### src/ex_pkg.sv
/*
  Shared codes and types for the execute stage
  The unit field sits in bits 7:6 of the operation word in both views
*/
`default_nettype none

package ex_pkg;

  // Default widths, the top level may override them
  localparam int DATA_W_DEF = 32;
  localparam int ADDR_W_DEF = 6;

  // Unit select, code 2'b11 is unknown and decodes as none
  typedef enum logic [1:0] {
    UNIT_NONE = 2'b00,
    UNIT_ALU  = 2'b01,
    UNIT_MULT = 2'b10
  } ex_unit_e;

  typedef enum logic [3:0] {
    ALU_ADD, ALU_SUB, ALU_AND, ALU_OR,
    ALU_XOR, ALU_SLL, ALU_SRL, ALU_SRA,
    ALU_SLT, ALU_SLTU, ALU_EQ, ALU_NE,
    ALU_LT, ALU_GE, ALU_LTU, ALU_GEU
  } alu_op_e;

  // MUL gives the low half, the others the high half
  typedef enum logic [1:0] {
    MULT_MUL, MULT_MULH, MULT_MULHSU, MULT_MULHU
  } mult_op_e;

  typedef struct packed {
    ex_unit_e   unit;
    alu_op_e    op;
    logic [1:0] rsvd;
  } alu_fields_t;

  typedef struct packed {
    ex_unit_e   unit;
    mult_op_e   op;
    logic [3:0] rsvd;
  } mult_fields_t;

  // One 8-bit operation word, read through either view
  typedef union packed {
    alu_fields_t  alu;
    mult_fields_t mult;
  } ex_op_u;

endpackage

`default_nettype wire
### src/ex_stage.sv
/*
  Execute stage top, wires decode, ALU, multiplier and result logic
  Jump target is operand c as given; branch decision comes from the ALU
*/
`timescale 1ns/10ps
`default_nettype none

module ex_stage
  import ex_pkg::*;
#(
  parameter int DATA_W = DATA_W_DEF,
  parameter int ADDR_W = ADDR_W_DEF
) (
  input  logic              clk,
  input  logic              rst_n,
  input  ex_op_u            ex_op_i,
  input  logic [DATA_W-1:0] operand_a_i,
  input  logic [DATA_W-1:0] operand_b_i,
  input  logic [DATA_W-1:0] operand_c_i,
  input  logic              csr_access_i,
  input  logic [DATA_W-1:0] csr_rdata_i,
  input  logic              lsu_en_i,
  input  logic [DATA_W-1:0] lsu_rdata_i,
  input  logic              lsu_ready_ex_i,
  input  logic              lsu_err_i,
  input  logic              branch_in_ex_i,
  input  logic              regfile_alu_we_i,
  input  logic [ADDR_W-1:0] regfile_alu_waddr_i,
  input  logic              regfile_we_i,
  input  logic [ADDR_W-1:0] regfile_waddr_i,
  input  logic              wb_ready_i,

  output logic              regfile_alu_we_fw_o,
  output logic [ADDR_W-1:0] regfile_alu_waddr_fw_o,
  output logic [DATA_W-1:0] regfile_alu_wdata_fw_o,
  output logic              regfile_we_wb_o,
  output logic [ADDR_W-1:0] regfile_waddr_wb_o,
  output logic [DATA_W-1:0] regfile_wdata_wb_o,
  output logic [DATA_W-1:0] jump_target_o,
  output logic              branch_decision_o,
  output logic              mult_multicycle_o,
  output logic              ex_ready_o,
  output logic              ex_valid_o
);

  logic              alu_en;
  alu_op_e           alu_op;
  logic              mult_en;
  mult_op_e          mult_op;
  logic [DATA_W-1:0] alu_result;
  logic              cmp_result;
  logic [DATA_W-1:0] mult_result;
  logic              mult_ready;

  assign branch_decision_o = cmp_result;
  assign jump_target_o     = operand_c_i;

  ex_decode ex_decode_inst (
    .ex_op_i   (ex_op_i),
    .alu_en_o  (alu_en),
    .alu_op_o  (alu_op),
    .mult_en_o (mult_en),
    .mult_op_o (mult_op)
  );

  ex_alu #(.DATA_W(DATA_W)) ex_alu_inst (
    .alu_en_i     (alu_en),
    .alu_op_i     (alu_op),
    .operand_a_i  (operand_a_i),
    .operand_b_i  (operand_b_i),
    .result_o     (alu_result),
    .cmp_result_o (cmp_result)
  );

  // Stage ready tells the multiplier when its second cycle retires
  ex_mult #(.DATA_W(DATA_W)) ex_mult_inst (
    .clk          (clk),
    .rst_n        (rst_n),
    .mult_en_i    (mult_en),
    .mult_op_i    (mult_op),
    .op_a_i       (operand_a_i),
    .op_b_i       (operand_b_i),
    .ex_ready_i   (ex_ready_o),
    .result_o     (mult_result),
    .ready_o      (mult_ready),
    .multicycle_o (mult_multicycle_o)
  );

  ex_result #(.DATA_W(DATA_W), .ADDR_W(ADDR_W)) ex_result_inst (
    .clk                    (clk),
    .rst_n                  (rst_n),
    .alu_en_i               (alu_en),
    .mult_en_i              (mult_en),
    .alu_result_i           (alu_result),
    .mult_result_i          (mult_result),
    .mult_ready_i           (mult_ready),
    .csr_access_i           (csr_access_i),
    .csr_rdata_i            (csr_rdata_i),
    .lsu_en_i               (lsu_en_i),
    .lsu_rdata_i            (lsu_rdata_i),
    .lsu_ready_ex_i         (lsu_ready_ex_i),
    .lsu_err_i              (lsu_err_i),
    .branch_in_ex_i         (branch_in_ex_i),
    .regfile_alu_we_i       (regfile_alu_we_i),
    .regfile_alu_waddr_i    (regfile_alu_waddr_i),
    .regfile_we_i           (regfile_we_i),
    .regfile_waddr_i        (regfile_waddr_i),
    .wb_ready_i             (wb_ready_i),
    .regfile_alu_we_fw_o    (regfile_alu_we_fw_o),
    .regfile_alu_waddr_fw_o (regfile_alu_waddr_fw_o),
    .regfile_alu_wdata_fw_o (regfile_alu_wdata_fw_o),
    .regfile_we_wb_o        (regfile_we_wb_o),
    .regfile_waddr_wb_o     (regfile_waddr_wb_o),
    .regfile_wdata_wb_o     (regfile_wdata_wb_o),
    .ex_ready_o             (ex_ready_o),
    .ex_valid_o             (ex_valid_o)
  );

endmodule

`default_nettype wire

### src/ex_result.sv
/*
  Forwarding port mux, registered load/store write port and stage handshake
  Inputs must stay stable while ex_ready_o is low
*/
`timescale 1ns/10ps
`default_nettype none

module ex_result
  import ex_pkg::*;
#(
  parameter int DATA_W = DATA_W_DEF,
  parameter int ADDR_W = ADDR_W_DEF
) (
  input  logic              clk,
  input  logic              rst_n,
  input  logic              alu_en_i,
  input  logic              mult_en_i,
  input  logic [DATA_W-1:0] alu_result_i,
  input  logic [DATA_W-1:0] mult_result_i,
  input  logic              mult_ready_i,
  input  logic              csr_access_i,
  input  logic [DATA_W-1:0] csr_rdata_i,
  input  logic              lsu_en_i,
  input  logic [DATA_W-1:0] lsu_rdata_i,
  input  logic              lsu_ready_ex_i,
  input  logic              lsu_err_i,
  input  logic              branch_in_ex_i,
  input  logic              regfile_alu_we_i,
  input  logic [ADDR_W-1:0] regfile_alu_waddr_i,
  input  logic              regfile_we_i,
  input  logic [ADDR_W-1:0] regfile_waddr_i,
  input  logic              wb_ready_i,

  output logic              regfile_alu_we_fw_o,
  output logic [ADDR_W-1:0] regfile_alu_waddr_fw_o,
  output logic [DATA_W-1:0] regfile_alu_wdata_fw_o,
  output logic              regfile_we_wb_o,
  output logic [ADDR_W-1:0] regfile_waddr_wb_o,
  output logic [DATA_W-1:0] regfile_wdata_wb_o,
  output logic              ex_ready_o,
  output logic              ex_valid_o
);

  logic              lsu_we_q;
  logic [ADDR_W-1:0] lsu_waddr_q;
  logic              lsu_write;
  logic              units_ready;

  // Forwarding port, later assignment wins: CSR over MULT over ALU
  always_comb begin
    regfile_alu_wdata_fw_o = '0;
    if (alu_en_i) regfile_alu_wdata_fw_o = alu_result_i;
    if (mult_en_i) regfile_alu_wdata_fw_o = mult_result_i;
    if (csr_access_i) regfile_alu_wdata_fw_o = csr_rdata_i;
  end

  assign regfile_alu_we_fw_o    = regfile_alu_we_i;
  assign regfile_alu_waddr_fw_o = regfile_alu_waddr_i;

  //////////////////////////////////////////////////
  // Load/store write port register
  //////////////////////////////////////////////////

  // Bus error squashes the write
  assign lsu_write = regfile_we_i & ~lsu_err_i;

  always_ff @(posedge clk or negedge rst_n) begin
    if (!rst_n) begin
      lsu_we_q    <= 1'b0;
      lsu_waddr_q <= '0;
    end else if (ex_valid_o) begin
      lsu_we_q <= lsu_write;
      if (lsu_write) lsu_waddr_q <= regfile_waddr_i;
    end else if (wb_ready_i) begin
      // WB is free but nothing arrived, drain the old write
      lsu_we_q <= 1'b0;
    end
  end

  // Data comes straight from the LSU in the write-back cycle
  assign regfile_we_wb_o    = lsu_we_q;
  assign regfile_waddr_wb_o = lsu_waddr_q;
  assign regfile_wdata_wb_o = lsu_rdata_i;

  //////////////////////////////////////////////////
  // Handshake
  //////////////////////////////////////////////////

  assign units_ready = mult_ready_i & lsu_ready_ex_i & wb_ready_i;

  // Branches finish in EX, so they never wait on write-back
  assign ex_ready_o = units_ready | branch_in_ex_i;
  // Valid flows downstream only, no dependence on ex_ready_o
  assign ex_valid_o = (alu_en_i | mult_en_i | csr_access_i | lsu_en_i) & units_ready;

endmodule

`default_nettype wire

### src/ex_mult.sv
/*
  Multiplier, low product in one cycle, high product in two
  Only one high multiply can be in flight; the phase flag clears on ex_ready_i
*/
`timescale 1ns/10ps
`default_nettype none

module ex_mult
  import ex_pkg::*;
#(
  parameter int DATA_W = DATA_W_DEF
) (
  input  logic              clk,
  input  logic              rst_n,
  input  logic              mult_en_i,
  input  mult_op_e          mult_op_i,
  input  logic [DATA_W-1:0] op_a_i,
  input  logic [DATA_W-1:0] op_b_i,
  input  logic              ex_ready_i,

  output logic [DATA_W-1:0] result_o,
  output logic              ready_o,
  output logic              multicycle_o
);

  // One extra bit per operand covers signed and unsigned alike
  localparam int PROD_W = 2 * DATA_W + 2;

  logic                     sign_a;
  logic                     sign_b;
  logic                     is_high;
  logic                     first_cyc;
  logic                     hi_phase_q;
  logic signed [DATA_W:0]   a_ext;
  logic signed [DATA_W:0]   b_ext;
  logic signed [PROD_W-1:0] prod;
  logic [DATA_W-1:0]        prod_hi_q;

  //////////////////////////////////////////////////
  // Operand extension and product
  //////////////////////////////////////////////////

  assign sign_a = (mult_op_i == MULT_MULH) || (mult_op_i == MULT_MULHSU);
  assign sign_b = (mult_op_i == MULT_MULH);

  assign a_ext = {sign_a & op_a_i[DATA_W-1], op_a_i};
  assign b_ext = {sign_b & op_b_i[DATA_W-1], op_b_i};
  assign prod  = a_ext * b_ext;

  // First cycle of a high multiply
  assign is_high   = mult_op_i != MULT_MUL;
  assign first_cyc = mult_en_i & is_high & ~hi_phase_q;

  always_ff @(posedge clk or negedge rst_n) begin
    if (!rst_n) begin
      hi_phase_q <= 1'b0;
    end else if (first_cyc) begin
      hi_phase_q <= 1'b1;
    end else if (hi_phase_q && ex_ready_i) begin
      // Stage advanced with the upper half
      hi_phase_q <= 1'b0;
    end
  end

  // Upper half captured in cycle 1
  always_ff @(posedge clk) begin
    if (first_cyc) begin
      prod_hi_q <= prod[2*DATA_W-1:DATA_W];
    end
  end

  //////////////////////////////////////////////////
  // Outputs
  //////////////////////////////////////////////////

  assign result_o     = hi_phase_q ? prod_hi_q : prod[DATA_W-1:0];
  assign ready_o      = ~first_cyc;
  assign multicycle_o = first_cyc;

endmodule

`default_nettype wire

### src/ex_alu.sv
/*
  Purely combinational integer ALU and branch comparator
  Shift amount is the low clog2(DATA_W) bits of b; DATA_W must be at least 8
*/
`timescale 1ns/10ps
`default_nettype none

module ex_alu
  import ex_pkg::*;
#(
  parameter int DATA_W = DATA_W_DEF
) (
  input  logic              alu_en_i,
  input  alu_op_e           alu_op_i,
  input  logic [DATA_W-1:0] operand_a_i,
  input  logic [DATA_W-1:0] operand_b_i,

  output logic [DATA_W-1:0] result_o,
  output logic              cmp_result_o
);

  localparam int SHAMT_W = $clog2(DATA_W);

  logic [SHAMT_W-1:0] shamt;
  logic               lt_s;
  logic               lt_u;
  logic               eq;
  logic               cmp;
  logic signed [DATA_W-1:0] sra_res;

  assign shamt   = operand_b_i[SHAMT_W-1:0];
  assign sra_res = $signed(operand_a_i) >>> shamt;

  //////////////////////////////////////////////////
  // Comparator
  //////////////////////////////////////////////////

  assign lt_s = $signed(operand_a_i) < $signed(operand_b_i);
  assign lt_u = operand_a_i < operand_b_i;
  assign eq   = operand_a_i == operand_b_i;

  always_comb begin
    cmp = 1'b0;
    case (alu_op_i)
      ALU_SLT, ALU_LT:   cmp = lt_s;
      ALU_SLTU, ALU_LTU: cmp = lt_u;
      ALU_EQ:            cmp = eq;
      ALU_NE:            cmp = ~eq;
      ALU_GE:            cmp = ~lt_s;
      ALU_GEU:           cmp = ~lt_u;
      default:           cmp = 1'b0;
    endcase
  end

  // Branch decision only when the ALU owns the instruction
  assign cmp_result_o = alu_en_i & cmp;

  //////////////////////////////////////////////////
  // Result mux
  //////////////////////////////////////////////////

  always_comb begin
    case (alu_op_i)
      ALU_ADD: result_o = operand_a_i + operand_b_i;
      ALU_SUB: result_o = operand_a_i - operand_b_i;
      ALU_AND: result_o = operand_a_i & operand_b_i;
      ALU_OR:  result_o = operand_a_i | operand_b_i;
      ALU_XOR: result_o = operand_a_i ^ operand_b_i;
      ALU_SLL: result_o = operand_a_i << shamt;
      ALU_SRL: result_o = operand_a_i >> shamt;
      ALU_SRA: result_o = sra_res;
      // Comparisons give 0 or 1
      default: result_o = {{(DATA_W-1){1'b0}}, cmp};
    endcase
  end

endmodule

`default_nettype wire

### src/ex_decode.sv
/*
  Splits the operation word into unit enables and operators
  Enables are exclusive; an unknown unit code enables nothing
*/
`timescale 1ns/10ps
`default_nettype none

module ex_decode
  import ex_pkg::*;
(
  input  ex_op_u   ex_op_i,

  output logic     alu_en_o,
  output alu_op_e  alu_op_o,
  output logic     mult_en_o,
  output mult_op_e mult_op_o
);

  ex_unit_e unit;

  // Unit field is at the same bits in both views
  assign unit = ex_op_i.alu.unit;

  //////////////////////////////////////////////////
  // Unit select and operator extraction
  //////////////////////////////////////////////////

  always_comb begin
    // Idle operators when the unit is not selected
    alu_en_o  = 1'b0;
    alu_op_o  = ALU_ADD;
    mult_en_o = 1'b0;
    mult_op_o = MULT_MUL;

    case (unit)
      UNIT_ALU: begin
        alu_en_o = 1'b1;
        // Word read as ALU fields
        alu_op_o = ex_op_i.alu.op;
      end
      UNIT_MULT: begin
        mult_en_o = 1'b1;
        // Word read as multiplier fields
        mult_op_o = ex_op_i.mult.op;
      end
      default: begin
        // None or unknown code, nothing enabled
        alu_en_o  = 1'b0;
        mult_en_o = 1'b0;
      end
    endcase
  end

endmodule

`default_nettype wire

### config.mk
export PLATFORM = sky130hd
export DESIGN_NAME = ex_stage
export DESIGN_NICKNAME = d
export VERILOG_FILES = /design/src/ex_pkg.sv /design/src/ex_stage.sv /design/src/ex_result.sv /design/src/ex_mult.sv /design/src/ex_alu.sv /design/src/ex_decode.sv
export SDC_FILE = /design/constraint.sdc
export NUM_CORES = 2
export LEC_CHECK = 0
export CORE_UTILIZATION = 55
export CTS_BUF_LIST = sky130_fd_sc_hd__clkbuf_4 sky130_fd_sc_hd__clkbuf_8 sky130_fd_sc_hd__clkbuf_16
export DETAILED_ROUTE_END_ITERATION = 12
export DONT_BUFFER_PORTS = 1
export PLACE_DENSITY_LB_ADDON = 0.15
export SYNTH_ARGS = -nofsm -noshare
export SYNTH_HDL_FRONTEND = slang
export SYNTH_SLANG_ARGS = --single-unit
export TNS_END_PERCENT = 100
### constraint.sdc
create_clock -name clk -period 13.88 [get_ports clk]
set_input_delay 1.388 -clock clk [delete_from_list [all_inputs] [get_ports clk]]
set_output_delay 1.388 -clock clk [all_outputs]
set_load 0.02 [all_outputs]
==> summary.txt <==
Die
  – Core area: between 0.08 and 0.09 mm^2
  – Vert. Die Dim: 297 um
  – DIE AREA: 0.0884 mm^2
  – Die width: 297 um
  – Io pins: 304
  – Site Rows: 107
  – Starting Density: 55.9%

Route
  – Initial DRC count: ~4,600
  – Via/cell ratio: between 6 and 7
  – Vias: 39,900
  – Wirelength, routed: 182 mm
  – # DRC: 0
  – Per-cell routed wire length: 28.1 um
  – 1st-pass router iterations: 8
  – Post-route ant nets: 0

Timing
  – Fin Clk Skew: around 10 ps
  – Setup TNS Final: 0 ps
  – FMAX: 83.1 MHz
  – Min cycle time layout: between 10,000 and 15,000 ps
  – Slew headroom: 16.5%
  – Tcrit/Tclk final: between 80% and 90%
  – Setup violations, final: 0
  – Max Slew Vio Count: 0
  – Worst slew pin tran: 1220 ps
  – Final Hold Fails: 0
  – RSZ-0062 raised after global routing: no

Setup path
  – Largest stage delay on the critical path: between 900 and 1000 ps
  – WS Path Type: in2out
  – Crit path max-delay cell type: o31ai_1
  – Most Frequent Cell on Critical Path: fa_1
  – Critical path data arrival time: 10,650 ps
  – WP data required: 12,490 ps
  – Critical path peak fanout: between 70 and 80
  – Startpoint Class: primary input
  – Crit end category: output port

Logic synthesis
  – Synth Area per Inst: around 8.4 um^2
  – Post-synthesis cell area: 0.0480 mm^2
  – Synth Warn #: 0
  – Net Count, Synth: roughly 7,300
  – Post-synth EDFFs: 32
  – Sequential fraction of the synthesis area: 2.42%
  – Most used DFF post-synth: edfxtp_1
  – Yosys cell types: 89
  – FFs w/ async S/R, synth: around a fifth
  – Mapped Cells: 5,681
  – Register bit total from synthesis: 40

Layout
  – P&R area growth vs syn: 0.261%
  – Share of layout cells above drive strength 1: 3.15%
  – Nets@finish: ~7,000

Clock tree
  – CTS Sinks: 40
  – Cts hold-fix bufs: 0
  – PostCTS Resize Cnt: 0
  – Clk root buf: clkbuf_16
  – Clock transition at path regs: 70 ps
  – Clock Latency Late Sink: 310 ps
  – CTS tree: yes
  – Postcts setup bufs: 0
  – Max Buffers Root-to-Sink: 2
  – CTS Buf Count: 5
  – H-tree depth: 2

Place
  – DP HPWL: 141 mm
  – Gpl congestion: 1.09
  – PortBufs: 0

GRT
  – Initial antenna violation count: 19
  – Gr ovfl total: 0
  – First-pass GRT wire length: 271 mm
  – GRT Overall Usage: about two fifths
  – Largest net degree at the start of global routing: 101
  – Vias in the first global route: 41,200

Run status
  – Status: completed

Worst hold path
  – Hold Crit Class: reg2reg

Flow run
  – Maxcap violations: 0
-- critical path: cells and delay by family --
kind	cells	cell delay (ps)
adder cells (fa/ha/maj)	9	4470
AO/OA/AOI/OAI	7	3070
buffers and inverters	6	1190
AND/OR/NAND/NOR	4	470
-- final timing paths --
check / startpoint / endpoint / slack [ps] / depth (start not counted)
max: operand_b_i[0] / regfile_alu_wdata_fw_o[31] / 1840 / 26
min: ex_result_inst.regfile_we_wb_o / ex_result_inst.regfile_we_wb_o / 650 / 1
max reg2reg: ex_mult_inst.hi_phase_q / ex_result_inst.regfile_waddr_wb_o[0] / 9980 / 8
min reg2reg: ex_result_inst.regfile_we_wb_o / ex_result_inst.regfile_we_wb_o / 650 / 1
max in group asynchronous: rst_n / ex_mult_inst.hi_phase_q / 13040 / 0
min in group asynchronous: rst_n / ex_result_inst.regfile_waddr_wb_o[4] / 760 / 0
-- per-stage QoR --
| stage | setup WS (ps) | utilization [%] | cells | hold WS, ps | cell area, um^2 |
|---|---|---|---|---|---|
| finish | 1840 | 56.1 | 6475 | 653 | 48100 |
| global route | 1550 | 56.0 | 6469 | 677 | 48100 |
| CTS | 1930 | 56.0 | 6469 | 656 | 48100 |
| detailed placement | 1950 | 55.9 | 6461 | 633 | 47900 |
| global placement | 2020 | 55.9 | 6461 | 629 | 47900 |
| floorplan | 2780 | - | 5681 | 559 | 48000 |
-- state kept, by name, summed over array words and instances, names as in the netlist --
| name | flops |
|---|---|
| ex_result_inst.regfile_waddr_wb_o | 6 |
| ex_mult_inst.hi_phase_q | 1 |
| ex_result_inst.regfile_we_wb_o | 1 |
| ex_mult_inst.prod_hi_q | 32 |
-- cell usage after synthesis (21+ instances only) --
cell type  count  area share [%]
edfxtp_1      32             2.0
fa_1        1127              47
mux2i_1       47            0.98
nor2_1       539             4.2
o21bai_1      27            0.42
clkbuf_1     247             1.9
a31oi_1       23            0.30
nor3_1        59            0.62
nand3_1       39            0.41
mux4_2        54             2.5
inv_1       1248             9.8
buf_4         71             1.1
ha_1         313             8.2
o21ai_0      165             1.7
xnor2_1       55             1.0
a21o_1        33            0.52
a21oi_1      192             2.0
buf_1         72            0.56
nand2_1      858             6.7
o211ai_1      28            0.44
a22oi_1       23            0.36
xor2_1        21            0.38
-- cells by family (layout without fill, tap and decap cells) --
group / Yosys count / after routing / synth area share, %
xor gates and xnor gates: 76 / 76 / 1.39
other: 0 / 6 / 0
DFF: 40 / 40 / 2.42
AOI/OAI and AO/OA: 708 / 708 / 9.61
muxes: 121 / 121 / 3.98
buffers and inverters: 1676 / 1320 / 13.7
adders and majority gates: 1440 / 1440 / 55.2
and+or+nand+nor: 1620 / 1620 / 13.7
-- layer usage --
layer / share of wire [%] / GRT usage (%)
met5: 0.053 / 0
met3: 12 / 11.4
met4: 7.1 / 23.8
met1: 37 / 54.7
met2: 44 / 62.9
-- layout by cell type, fill, tap and decap left out, types with 18 or more instances in the layout --
master    instances
inv_1          1247
fa_1           1127
nand2_1         858
nor2_1          537
ha_1            313
a21oi_1         192
o21ai_0         165
nor3_1           57
xnor2_1          55
mux4_2           54
mux2i_1          47
buf_4            44
nand3_1          39
a21o_1           33
edfxtp_1         32
o211ai_1         28
o21bai_1         27
a31oi_1          23
a22oi_1          23
xor2_1           21
o31ai_1          19
a221oi_1         19
mux2_2           19
a211oi_1         18
-- layout make-up --
cell class	instances	area, um^2
Antenna cell	6	15.0
Clock buffer	6	133
Clock inverter	2	16.3
Fill cell	8020	37700
Inverter	1268	4760
Multi-Input combinational cell	3965	40300
Sequential cell	40	1160
Tap cell	1144	1430
Timing Repair Buffer	44	330
Power is not shown: default switching activity piles up to over one toggle a cycle in this logic, so the estimate is an artifact.
